==> config.mk <==
export PLATFORM = sky130hd
export DESIGN_NAME = square_popcount
export DESIGN_NICKNAME = d
export VERILOG_FILES = /design/src/hdl/square_popcount.sv
export SDC_FILE = /design/constraint.sdc
export NUM_CORES = 1
export LEC_CHECK = 0
export BUFFER_PORTS_ARGS = -buffer_cell sky130_fd_sc_hd__buf_2
export CAP_MARGIN = 20
export CORE_ASPECT_RATIO = 1.75
export CORE_UTILIZATION = 33
export CTS_CLUSTER_DIAMETER = 40
export CTS_CLUSTER_SIZE = 8
export DETAILED_ROUTE_END_ITERATION = 7
export HOLD_SLACK_MARGIN = 0.1
export PLACE_DENSITY = 0.55
export SLEW_MARGIN = 20
export SYNTH_ARGS = -nofsm -noshare
export SYNTH_HDL_FRONTEND = slang
export SYNTH_SLANG_ARGS = --single-unit
==> constraint.sdc <==
create_clock -name clk -period 4.1 [get_ports clk]
set_input_delay 0.41 -clock clk [delete_from_list [all_inputs] [get_ports clk]]
set_output_delay 0.41 -clock clk [all_outputs]
set_load 0.02 [all_outputs]
==> src/hdl/square_popcount.sv <==
`timescale 1ns/1ps

module square_popcount (
   input  logic        clk,
   input  logic        reset,
   input  logic [63:0] occupied,
   output logic [6:0]  population
);

   logic [3:0] byte_cnt [8];               // Stage 1 partial counts
   logic [6:0] total_c;

   always_ff @(posedge clk)
   begin
      for (int i = 0; i < 8; i++)
      begin
         if (reset)
            byte_cnt[i] <= '0;
         else
            byte_cnt[i] <= 4'($countones(occupied[i * 8 +: 8]));
      end
   end

   always_comb
   begin
      total_c = '0;
      for (int i = 0; i < 8; i++)
         total_c = total_c + 7'(byte_cnt[i]);
   end

   always_ff @(posedge clk)
   begin
      if (reset)
         population <= '0;
      else
         population <= total_c;              // Stage 2
   end

endmodule

==> metrics.md <==
| Metric | Value |
|---|---|
| Final ANT Viol Nets | 0 |
| Drt drc | 0 |
| Final setup fails | 0 |
| Count leader, synth | inv_1 |
| Mapped Nets | roughly 470 |
| Synthesized area per cell | between 10 and 15 sq um |
| Top cells by area, synth | fa_1 35%, dfxtp_1 25%, inv_1 15%, ha_1 12%, nor2b_1 4.0% |
| PortBufs | 72 |
| Post-Place Cells | roughly 500 |
| Antenna fix cells | 0 |
| Slew Limit Fails | 0 |
| Hold Path Class | in2reg |
| CP endpoint kind | flop |
| Resized Gates After CTS | 0 |
| Sequential-to-total area share from yosys stat | roughly a quarter |
| CP Data Arrival Time | roughly 3.8 ns |
| Drt total wl | just under 5 mm |
| Min Hold Slack | 0.4650 ns |
| Total grt overflow | 0 |
| DR vias/cell | approximately 4.0 |
| Initial Utilization | roughly a third |
| Top FF cell, synth | dfxtp_1 |
| Layout Utilization | 41.02% |
| Synthesized flop and latch total | 39 |
| Hold wc startpoint | occupied[50] |
| RSZ-0062 raised after global routing | no |
| Achievable Freq | 0.2722 GHz |
| Post-synth top cells | 122 x inv_1, 55 x fa_1, 39 x dfxtp_1, 31 x ha_1, 20 x nor2b_1 |
| RD Place Congestion | around 0.73 |
| DRT Pass-1 Iters | 3 |
| Leakage power | roughly 0.002 uW |
| I/O pin cnt | 73 |
| Total core area | 0.009151 sq mm |
| Slew HR | 52.91% |
| Hold Fails Final Rpt | 0 |
| Worst Tran Pin Value | 0.7063 ns |
| Post-route minimum period | ~3.7 ns |
| Hpwl dp | between 4 and 5 mm |
| Worst R2R Setup Slack | 0.43 ns |
| Async SR Flop Fraction | 0% |
| Crit-path max FO | 2 |
| Fin crit share | about nine tenths |
| Clock buffer depth | 2 |
| Final Power | between 2000 and 2500 uW |
| Pwr Density | roughly 600 mW/mm^2 |
| # H-tree levels | 2 |
| Largest area contributor in the synthesized netlist | fa_1 |
| Library cells used by synthesis | 17 |
| Worst-path clk slew | 0.05 ns |
| Reg-to-Reg End | population[5]$_SDFF_PP0_ |
| First-pass GRT wire length | 8.859 mm |
| Postcts setup bufs | 0 |
| Syn Inst Count | 313 |
| Cell row count | 46 |
| Die Width | between 70 and 80 um |
| Largest net degree at the start of global routing | between 40 and 50 |
| GRT Total Usage | between 10% and 20% |
| CP required | 4.26 ns |
| Root buf cell | clkbuf_16 |
| # hold bufs at CTS | 0 |
| Crit path launch type | flop |
| Post-synth EDFFs | 0 |
| Vias in the first global route | between 2,000 and 2,500 |
| Max-cap violations | 0 |
| DR WL/cell | between 9 and 10 um |
| Final nets | 540 |
| Clock Sinks | 39 |
| Synth-to-Final Area Change | 19.66% |
| First DRT Iteration DRCs | 31 |
| Clk_skew | between 0.002 and 0.003 ns |
| Fin Setup TNS | 0 ns |
| Worst vdd ir | between 300 and 400 uV |
| Final Instance Count excl. Fillers | about 510 |
| Height of the die | ~130 um |
| Worst Hold Path EP | byte_cnt[6][0]$_SDFF_PP0_ |
| Top-area cell type share of the netlist area | 35.10% |
| CTS tree | built |
| Reg-to-Reg Start | byte_cnt[0][3]$_SDFF_PP0_ |
| Clk Latency, worst-skew pair | 0.27 ns |
| Area of the die | between 0.009 and 0.01 sq mm |
| Initial antenna violation count | 0 |
| Reg2Reg Depth | 12 |
| Synth warnings | 0 |
| Total CTS buffers | 5 |
| Proportion of layout cells with a drive suffix above 1 | between 20% and 30% |
| Outcome | completed |
| Vias | between 2,000 and 2,500 |
| Hold depth | 3 |
| Crit path kind | reg2reg |
| Post-Syn Area | between 0.003 and 0.004 sq mm |
[routing by layer]
metal	GRT usage, %	share of wire, %	vias up
li1	-	-	1014
met4	5.882	3.2	0
met5	0	0	-
met3	1.917	3.0	10
met1	11.32	34	988
met2	23.42	60	37
[worst max-delay path, stage by stage, from the launching register on]
cell and delay [ns]:
dfxtp_1 0.30, inv_1 0.05, fa_1 0.54, inv_1 0.06
fa_1 0.50, fa_1 0.54, inv_1 0.05, fa_1 0.58
inv_1 0.06, ha_1 0.28, a21o_1 0.16, a21oi_2 0.14
mux2_4 0.30
[state kept, by name, summed over array words and instances (netlist names)]
register,cells
byte_cnt,32
population,7
[area by class of cell]
class / instances / area (sq um)
repair buffers: 72 / 360.3
inverters: 122 / 457.9
fillers: 908 / 5398
clock buffers: 6 / 128.9
flip-flops and latches: 39 / 780.7
well taps: 120 / 150.1
multi-input cells: 148 / 1876
[metrics by stage]
step	cell area [sq um]	worst slack, ns
2_1_floorplan	3137	0.4991
3_3_place_gp	3625	0.4231
3_5_place_dp	3625	0.4006
4_1_cts	3754	0.3980
5_1_grt	3754	0.2641
6_report	3754	0.4256
[cell usage in the layout, fill, tap and decap left out, types with 2 or more instances in the layout]
| cell | netlist | routed |
|---|---|---|
| a21oi_1 | 9 | 9 |
| buf_2 | 3 | 72 |
| clkbuf_16 | 0 | 5 |
| dfxtp_1 | 39 | 39 |
| fa_1 | 55 | 55 |
| ha_1 | 31 | 31 |
| inv_1 | 122 | 122 |
| nor2_1 | 12 | 12 |
| nor2b_1 | 20 | 20 |
| nor3b_1 | 8 | 8 |
| xnor2_1 | 6 | 6 |
| xor2_1 | 2 | 2 |
[cell families (layout without fill, tap and decap cells)]
family                     Yosys count  in the layout  synth area share, %
buffers and inverters              126            200                15.32
muxes                                1              1               0.4785
adders and majority gates           86             86                47.47
xor gates and xnor gates             8              8                2.234
AOI/OAI and AO/OA                   12             12                2.114
DFF                                 39             39                24.89
and+or+nand+nor                     41             41                7.499
[how the worst max path moves through the flow]
stage | start | to | slack [ns] | cells past startpoint
6_report | byte_cnt[0][3]$_SDFF_PP0_ | population[5]$_SDFF_PP0_ | 0.43 | 12
5_1_grt | byte_cnt[0][3]$_SDFF_PP0_ | population[5]$_SDFF_PP0_ | 0.26 | 12
4_1_cts | byte_cnt[0][3]$_SDFF_PP0_ | population[5]$_SDFF_PP0_ | 0.40 | 12
3_5_place_dp | byte_cnt[0][3]$_SDFF_PP0_ | population[5]$_SDFF_PP0_ | 0.40 | 12
3_3_place_gp | byte_cnt[0][3]$_SDFF_PP0_ | population[5]$_SDFF_PP0_ | 0.42 | 12
2_1_floorplan | byte_cnt[0][3]$_SDFF_PP0_ | population[5]$_SDFF_PP0_ | 0.50 | 12
[report_power, final]
group	switching (uW)	total (uW)	internal, uW	leakage [uW]
clock	130	348	218	0.0000628
combinational	755	1440	681	0.00164
sequential	23.9	505	481	0.000323
Power figures use the tool's default switching activity.
