### src/hdl/eval_consts.svh
`ifndef EVAL_CONSTS_SVH
`define EVAL_CONSTS_SVH

`define EVAL_WIDTH     16
`define PHASE_MAX      62
`define BLEND_MULT     16912 // floor(2^20 / 62)
`define BLEND_SHIFT    20
`define BLEND_LATENCY  4

// Piece values, middlegame then endgame
`define PAWN_MG        82
`define PAWN_EG        94
`define KNIGHT_MG      337
`define KNIGHT_EG      281
`define BISHOP_MG      365
`define BISHOP_EG      297
`define ROOK_MG        477
`define ROOK_EG        512
`define QUEEN_MG       1025
`define QUEEN_EG       936
`define KING_MG        0
`define KING_EG        0

`define DOUBLED_MG     10 // Per extra pawn on a file
`define DOUBLED_EG     20
`define ISOLATED_MG    5  // Per pawn without friendly neighbour files
`define ISOLATED_EG    15

`endif

### src/hdl/board_pkg.sv
package board_pkg;

   // Low three bits of a square code
   typedef enum logic [2:0]
   {
      EMPTY  = 3'd0,
      PAWN   = 3'd1,
      KNIGHT = 3'd2,
      BISHOP = 3'd3,
      ROOK   = 3'd4,
      QUEEN  = 3'd5,
      KING   = 3'd6
   } piece_kind_e;

   // Bit 3 set means a black piece
   typedef struct packed
   {
      logic        black;
      piece_kind_e kind;
   } piece_t;

   // Square index is rank * 8 + file, a1 at index 0
   typedef piece_t [63:0] board_t;

endpackage

### src/hdl/eval_pkg.sv
`include "eval_consts.svh"

package eval_pkg;

   // Middlegame and endgame halves of one score
   typedef struct packed
   {
      logic signed [`EVAL_WIDTH-1:0] mg;
      logic signed [`EVAL_WIDTH-1:0] eg;
   } score_t;

   // One done bit per sub-evaluator
   typedef struct packed
   {
      logic material;
      logic pawns_white;
      logic pawns_black;
   } eval_status_t;

endpackage

### src/hdl/eval_pawns.sv
`timescale 1ns/1ps
`include "eval_consts.svh"

module eval_pawns #(
   parameter int white_pawns = 1
) (
   input  logic              clk,
   input  logic              reset,
   input  logic              start,
   input  logic              clear_eval,
   input  board_pkg::board_t board,
   output eval_pkg::score_t  score,
   output logic              valid
);
   import board_pkg::*;

   localparam bit IS_WHITE = (white_pawns != 0);

   logic [3:0]         file_cnt_c [8];
   logic [3:0]         file_cnt [8];   // Own pawns per file
   logic [9:0]         has_pawn;       // Padded with empty files at both edges
   logic [6:0]         doubled;
   logic [6:0]         isolated;
   logic signed [31:0] pen_mg;
   logic signed [31:0] pen_eg;
   logic               start_r;

   always_comb
   begin
      for (int f = 0; f < 8; f++)
      begin
         file_cnt_c[f] = '0;
         for (int r = 0; r < 8; r++)
         begin
            if (board[r * 8 + f].kind == PAWN && board[r * 8 + f].black == !IS_WHITE)
               file_cnt_c[f] = file_cnt_c[f] + 4'd1;
         end
      end
   end

   always_ff @(posedge clk)
      file_cnt <= file_cnt_c;               // Stage 1

   always_comb
   begin
      has_pawn = '0;
      for (int f = 0; f < 8; f++)
         has_pawn[f + 1] = (file_cnt[f] != 0);
      doubled  = '0;
      isolated = '0;
      for (int f = 0; f < 8; f++)
      begin
         if (file_cnt[f] > 4'd1)
            doubled = doubled + 7'(file_cnt[f] - 4'd1);
         if (!has_pawn[f] && !has_pawn[f + 2])
            isolated = isolated + 7'(file_cnt[f]);
      end
      pen_mg = 32'(doubled) * `DOUBLED_MG + 32'(isolated) * `ISOLATED_MG;
      pen_eg = 32'(doubled) * `DOUBLED_EG + 32'(isolated) * `ISOLATED_EG;
   end

   // White's view: own weaknesses cost white, black's help white
   always_ff @(posedge clk)
   begin
      score.mg <= IS_WHITE ? -pen_mg[`EVAL_WIDTH-1:0] : pen_mg[`EVAL_WIDTH-1:0];
      score.eg <= IS_WHITE ? -pen_eg[`EVAL_WIDTH-1:0] : pen_eg[`EVAL_WIDTH-1:0];
   end

   always_ff @(posedge clk)
   begin
      if (reset || clear_eval)
      begin
         start_r <= 1'b0;
         valid   <= 1'b0;
      end
      else
      begin
         start_r <= start;
         valid   <= start_r;
      end
   end

   a_valid_clears: assert property (@(posedge clk) disable iff (reset)
      clear_eval |=> !valid);

endmodule

### config.mk
export PLATFORM = sky130hd
export DESIGN_NAME = eval_pawns
export DESIGN_NICKNAME = d
export VERILOG_FILES = /design/src/hdl/board_pkg.sv /design/src/hdl/eval_pkg.sv /design/src/hdl/eval_pawns.sv
export VERILOG_INCLUDE_DIRS = /design/src /design/src/hdl
export SDC_FILE = /design/constraint.sdc
export NUM_CORES = 1
export LEC_CHECK = 0
export BUFFER_PORTS_ARGS = -buffer_cell sky130_fd_sc_hd__buf_2
export CAP_MARGIN = 20
export CORE_AREA = 2 2 246 200
export DETAILED_ROUTE_END_ITERATION = 12
export DIE_AREA = 0 0 248 202
export MAX_ROUTING_LAYER = met4
export PLACE_DENSITY = 0.49
export SLEW_MARGIN = 25
export SYNTH_ARGS = -nofsm -noshare
export SYNTH_HDL_FRONTEND = slang
export SYNTH_SLANG_ARGS = --single-unit
### constraint.sdc
create_clock -name clk -period 13.5 [get_ports clk]
set_input_delay 2.7 -clock clk [delete_from_list [all_inputs] [get_ports clk]]
set_output_delay 2.7 -clock clk [all_outputs]
set_load 0.02 [all_outputs]
==> flow_metrics.py <==
metrics = {
    "outcome": {
        "status": "complete, no violations",
    },
    "sta": {
        "hold_violations": 0,
        "rsz0062_at_grt": "false",
        "fin_crit_sh_pct": 93.3,
        "setup_violations": 0,
        "fmax_mhz": 79.4,
        "tightest_slew_ns": 0.975,
        "layout_min_cycle_time_ns": 12.60,
        "fin_skew_ns": 0.0118,
        "slew_headroom_pct": 34.1,
        "final-max-slew-violation-count": 0,
        "worst_slack_ns": 0.904,
        "final.setup.tns_ns": 0,
    },
    "floorplanning": {
        "dieArea_sq_um": 50100,
        "ios": 293,
        "initial_core_util_pct": 25.7,
        "die_h_um": 202,
        "num_rows": 72,
        "coreArea_sq_um": 47700,
        "die_w_um": 248,
    },
    "placed_design": {
        "dp_slack_ns": 0.519,
        "dp_hpwl_um": 26400,
        "dpl-instance-area_sq_um": 14500,
        "place.gp.congestion": 0.829,
        "port_buffers": 292,
    },
    "setup_path": {
        "path_max_fanout": 13,
        "cp.arrival_ns": 12.84,
        "critPathKind": "reg2reg",
        "crit_slowest_cell": "a2111oi_0",
        "critPathMaxStageDelay_ns": 0.49,
        "critPathLaunchType": "register",
        "cpMostUsedCell": "ha_1",
        "cp_data_required_time_ns": 13.74,
        "endpoint_kind": "register",
    },
    "min_path": {
        "hold_path.class": "reg2reg",
    },
    "global_routing": {
        "grt_pass1_vias": 10800,
        "antenna_found_initial": 0,
        "grt_start_max_net_pins": 20,
        "grt_usage_pct": 12.5,
        "overflow": 0,
        "grt_first_pass_wirelength_um": 50200,
    },
    "route": {
        "drtIter0Drc": 451,
        "first_pass_iters": 5,
        "avgViaCountPerCell": 4.55,
        "wirelength_um": 30000,
        "drc": 0,
        "vias": 11000,
        "final_antenna_net_count": 0,
        "wire_per_inst_um": 12.4,
    },
    "cells_and_area": {
        "drive_gt1_share_pct": 22.6,
        "seqCellArea_sq_um": 1300,
        "multi_input_area_sq_um": 10300,
        "final_area_sq_um": 14800,
        "antenna_cells": 0,
        "syn_to_final_growth_pct": 20.9,
        "n_fill_cell": 5018,
        "fin_nets": 2288,
    },
    "clocking": {
        "cts_root_buf": "clkbuf_16",
        "clk-insertion-delay-late_ns": 0.36,
        "h-tree-depth": 3,
        "cts_tree": "built",
        "cts.clk_slew.worst_paths_ns": 0.06,
        "cts_buffers": 9,
        "postCtsHoldBufs": 0,
        "clk_path_buf_depth": 2,
        "cts_num_sinks": 65,
    },
    "yosys": {
        "netlist_top_cells_area": "ha_1 (21%), dfxtp_1 (11%), xnor2_1 (9.0%)",
        "yosysTopAreaCell": "ha_1",
        "synth.top_cell.area_share_pct": 21.3,
        "ys_types": 80,
        "synth_edf_count": 0,
        "ys_seq_area_share_pct": 10.6,
        "synth_ff_type": "dfxtp_1",
        "avgSynthCellArea_sq_um": 8.23,
        "yosysWarnings": 0,
        "synthesis.nets": 1994,
        "asyncSetResetFlopFracSynth_pct": 0,
        "synth_most_common_cell": "ha_1",
        "synthCells": 1489,
        "synthTopCellsByCount": "ha_1 (209), inv_1 (171), xnor2_1 (126)",
        "synth_area_sq_um": 12300,
        "ys_seq_elements": 65,
    },
    "job": {
        "drv_cap": 0,
    },
}
[area by class of cell]
cell class	count	area share (%)
multi-input cells	1237	69.7
repair buffers	299	10.2
flip-flops and latches	65	8.78
well taps	629	5.31
inverters	171	4.33
clock buffers	10	1.55
clock inverters	4	0.152
[logic make-up after synthesis]
| kind of cell | synth area share, % |
|---|---|
| AND/OR/NAND/NOR | 19.0 |
| AO/OA/AOI/OAI | 14.6 |
| adder cells (fa/ha/maj) | 27.2 |
| XOR/XNOR | 16.3 |
| buffers and inverters | 5.84 |
| multiplexers | 6.37 |
| flip-flops | 10.6 |
[critical path, delay by kind of cell, from the launching register on]
kind | cells | cell delay (ns)
adder cells (fa/ha/maj) | 14 | 4.70
AO/OA/AOI/OAI | 18 | 3.83
buffers and inverters | 7 | 0.55
multiplexers | 1 | 0.30
flip-flops | 1 | 0.41
XOR/XNOR | 12 | 1.80
AND/OR/NAND/NOR | 7 | 0.88
[cells in the final DEF, fill, tap and decap left out, types with 5 or more instances in the layout]
cell	instances
or4b_2	10
xor2_1	96
nor2_1	70
and2_1	13
a21o_1	40
xnor2_1	125
buf_4	7
nand3_1	35
mux2_2	45
o21ai_0	52
nand2b_1	14
ha_1	208
nor2b_1	16
and3_1	15
clkbuf_16	9
o31ai_1	7
a21oi_1	88
inv_1	171
buf_2	292
nor4b_2	9
nand4_1	20
a31oi_1	5
o211ai_1	5
o21bai_1	12
nand2_1	115
or3_1	6
mux2i_1	26
dfxtp_1	65
nand3b_1	8
a211oi_1	9
nor3_1	21
nor4b_1	48
fa_1	36
o21a_1	8
[state kept, by name, summed over array words and instances, names as in the netlist]
name and count:
file_cnt 32, score 31, start_r 1, valid 1
[final timing paths]
kind / startpoint / endpoint / slack [ns] / cells past startpoint
max: file_cnt[29]$_DFF_P_ / score[12]$_DFF_P_ / 0.90 / 59
min: start_r$_SDFF_PP0_ / valid$_SDFF_PP0_ / 0.46 / 1
max reg2reg: file_cnt[29]$_DFF_P_ / score[12]$_DFF_P_ / 0.90 / 59
min reg2reg: start_r$_SDFF_PP0_ / valid$_SDFF_PP0_ / 0.46 / 1
[metal layers]
metal  track usage (%)  vias up  share of wire (%)
li1                  -     5810                  -
met3              1.70       24                3.7
met4              3.04        0                1.3
met5                 -        -                  0
met1              17.1     4966                 52
met2              19.4      199                 43
[timing repair]
action	CTS	global route
setup buffers	0	1
endpoints found under the setup margin	0	11
resized for setup	0	7
[per-stage QoR]
stage | hold WS [ns] | cells | util [%]
after CTS | 0.464 | 2414 | 30.9
after detailed placement | 0.447 | 2400 | 30.4
after floorplan | 0.438 | 1489 | -
after global placement | 0.442 | 2400 | 30.4
final | 0.460 | 2415 | 31.1
after global routing | 0.476 | 2415 | 31.1
Power is not shown: default switching activity piles up to over one toggle a cycle in this logic, so the estimate is an artifact.
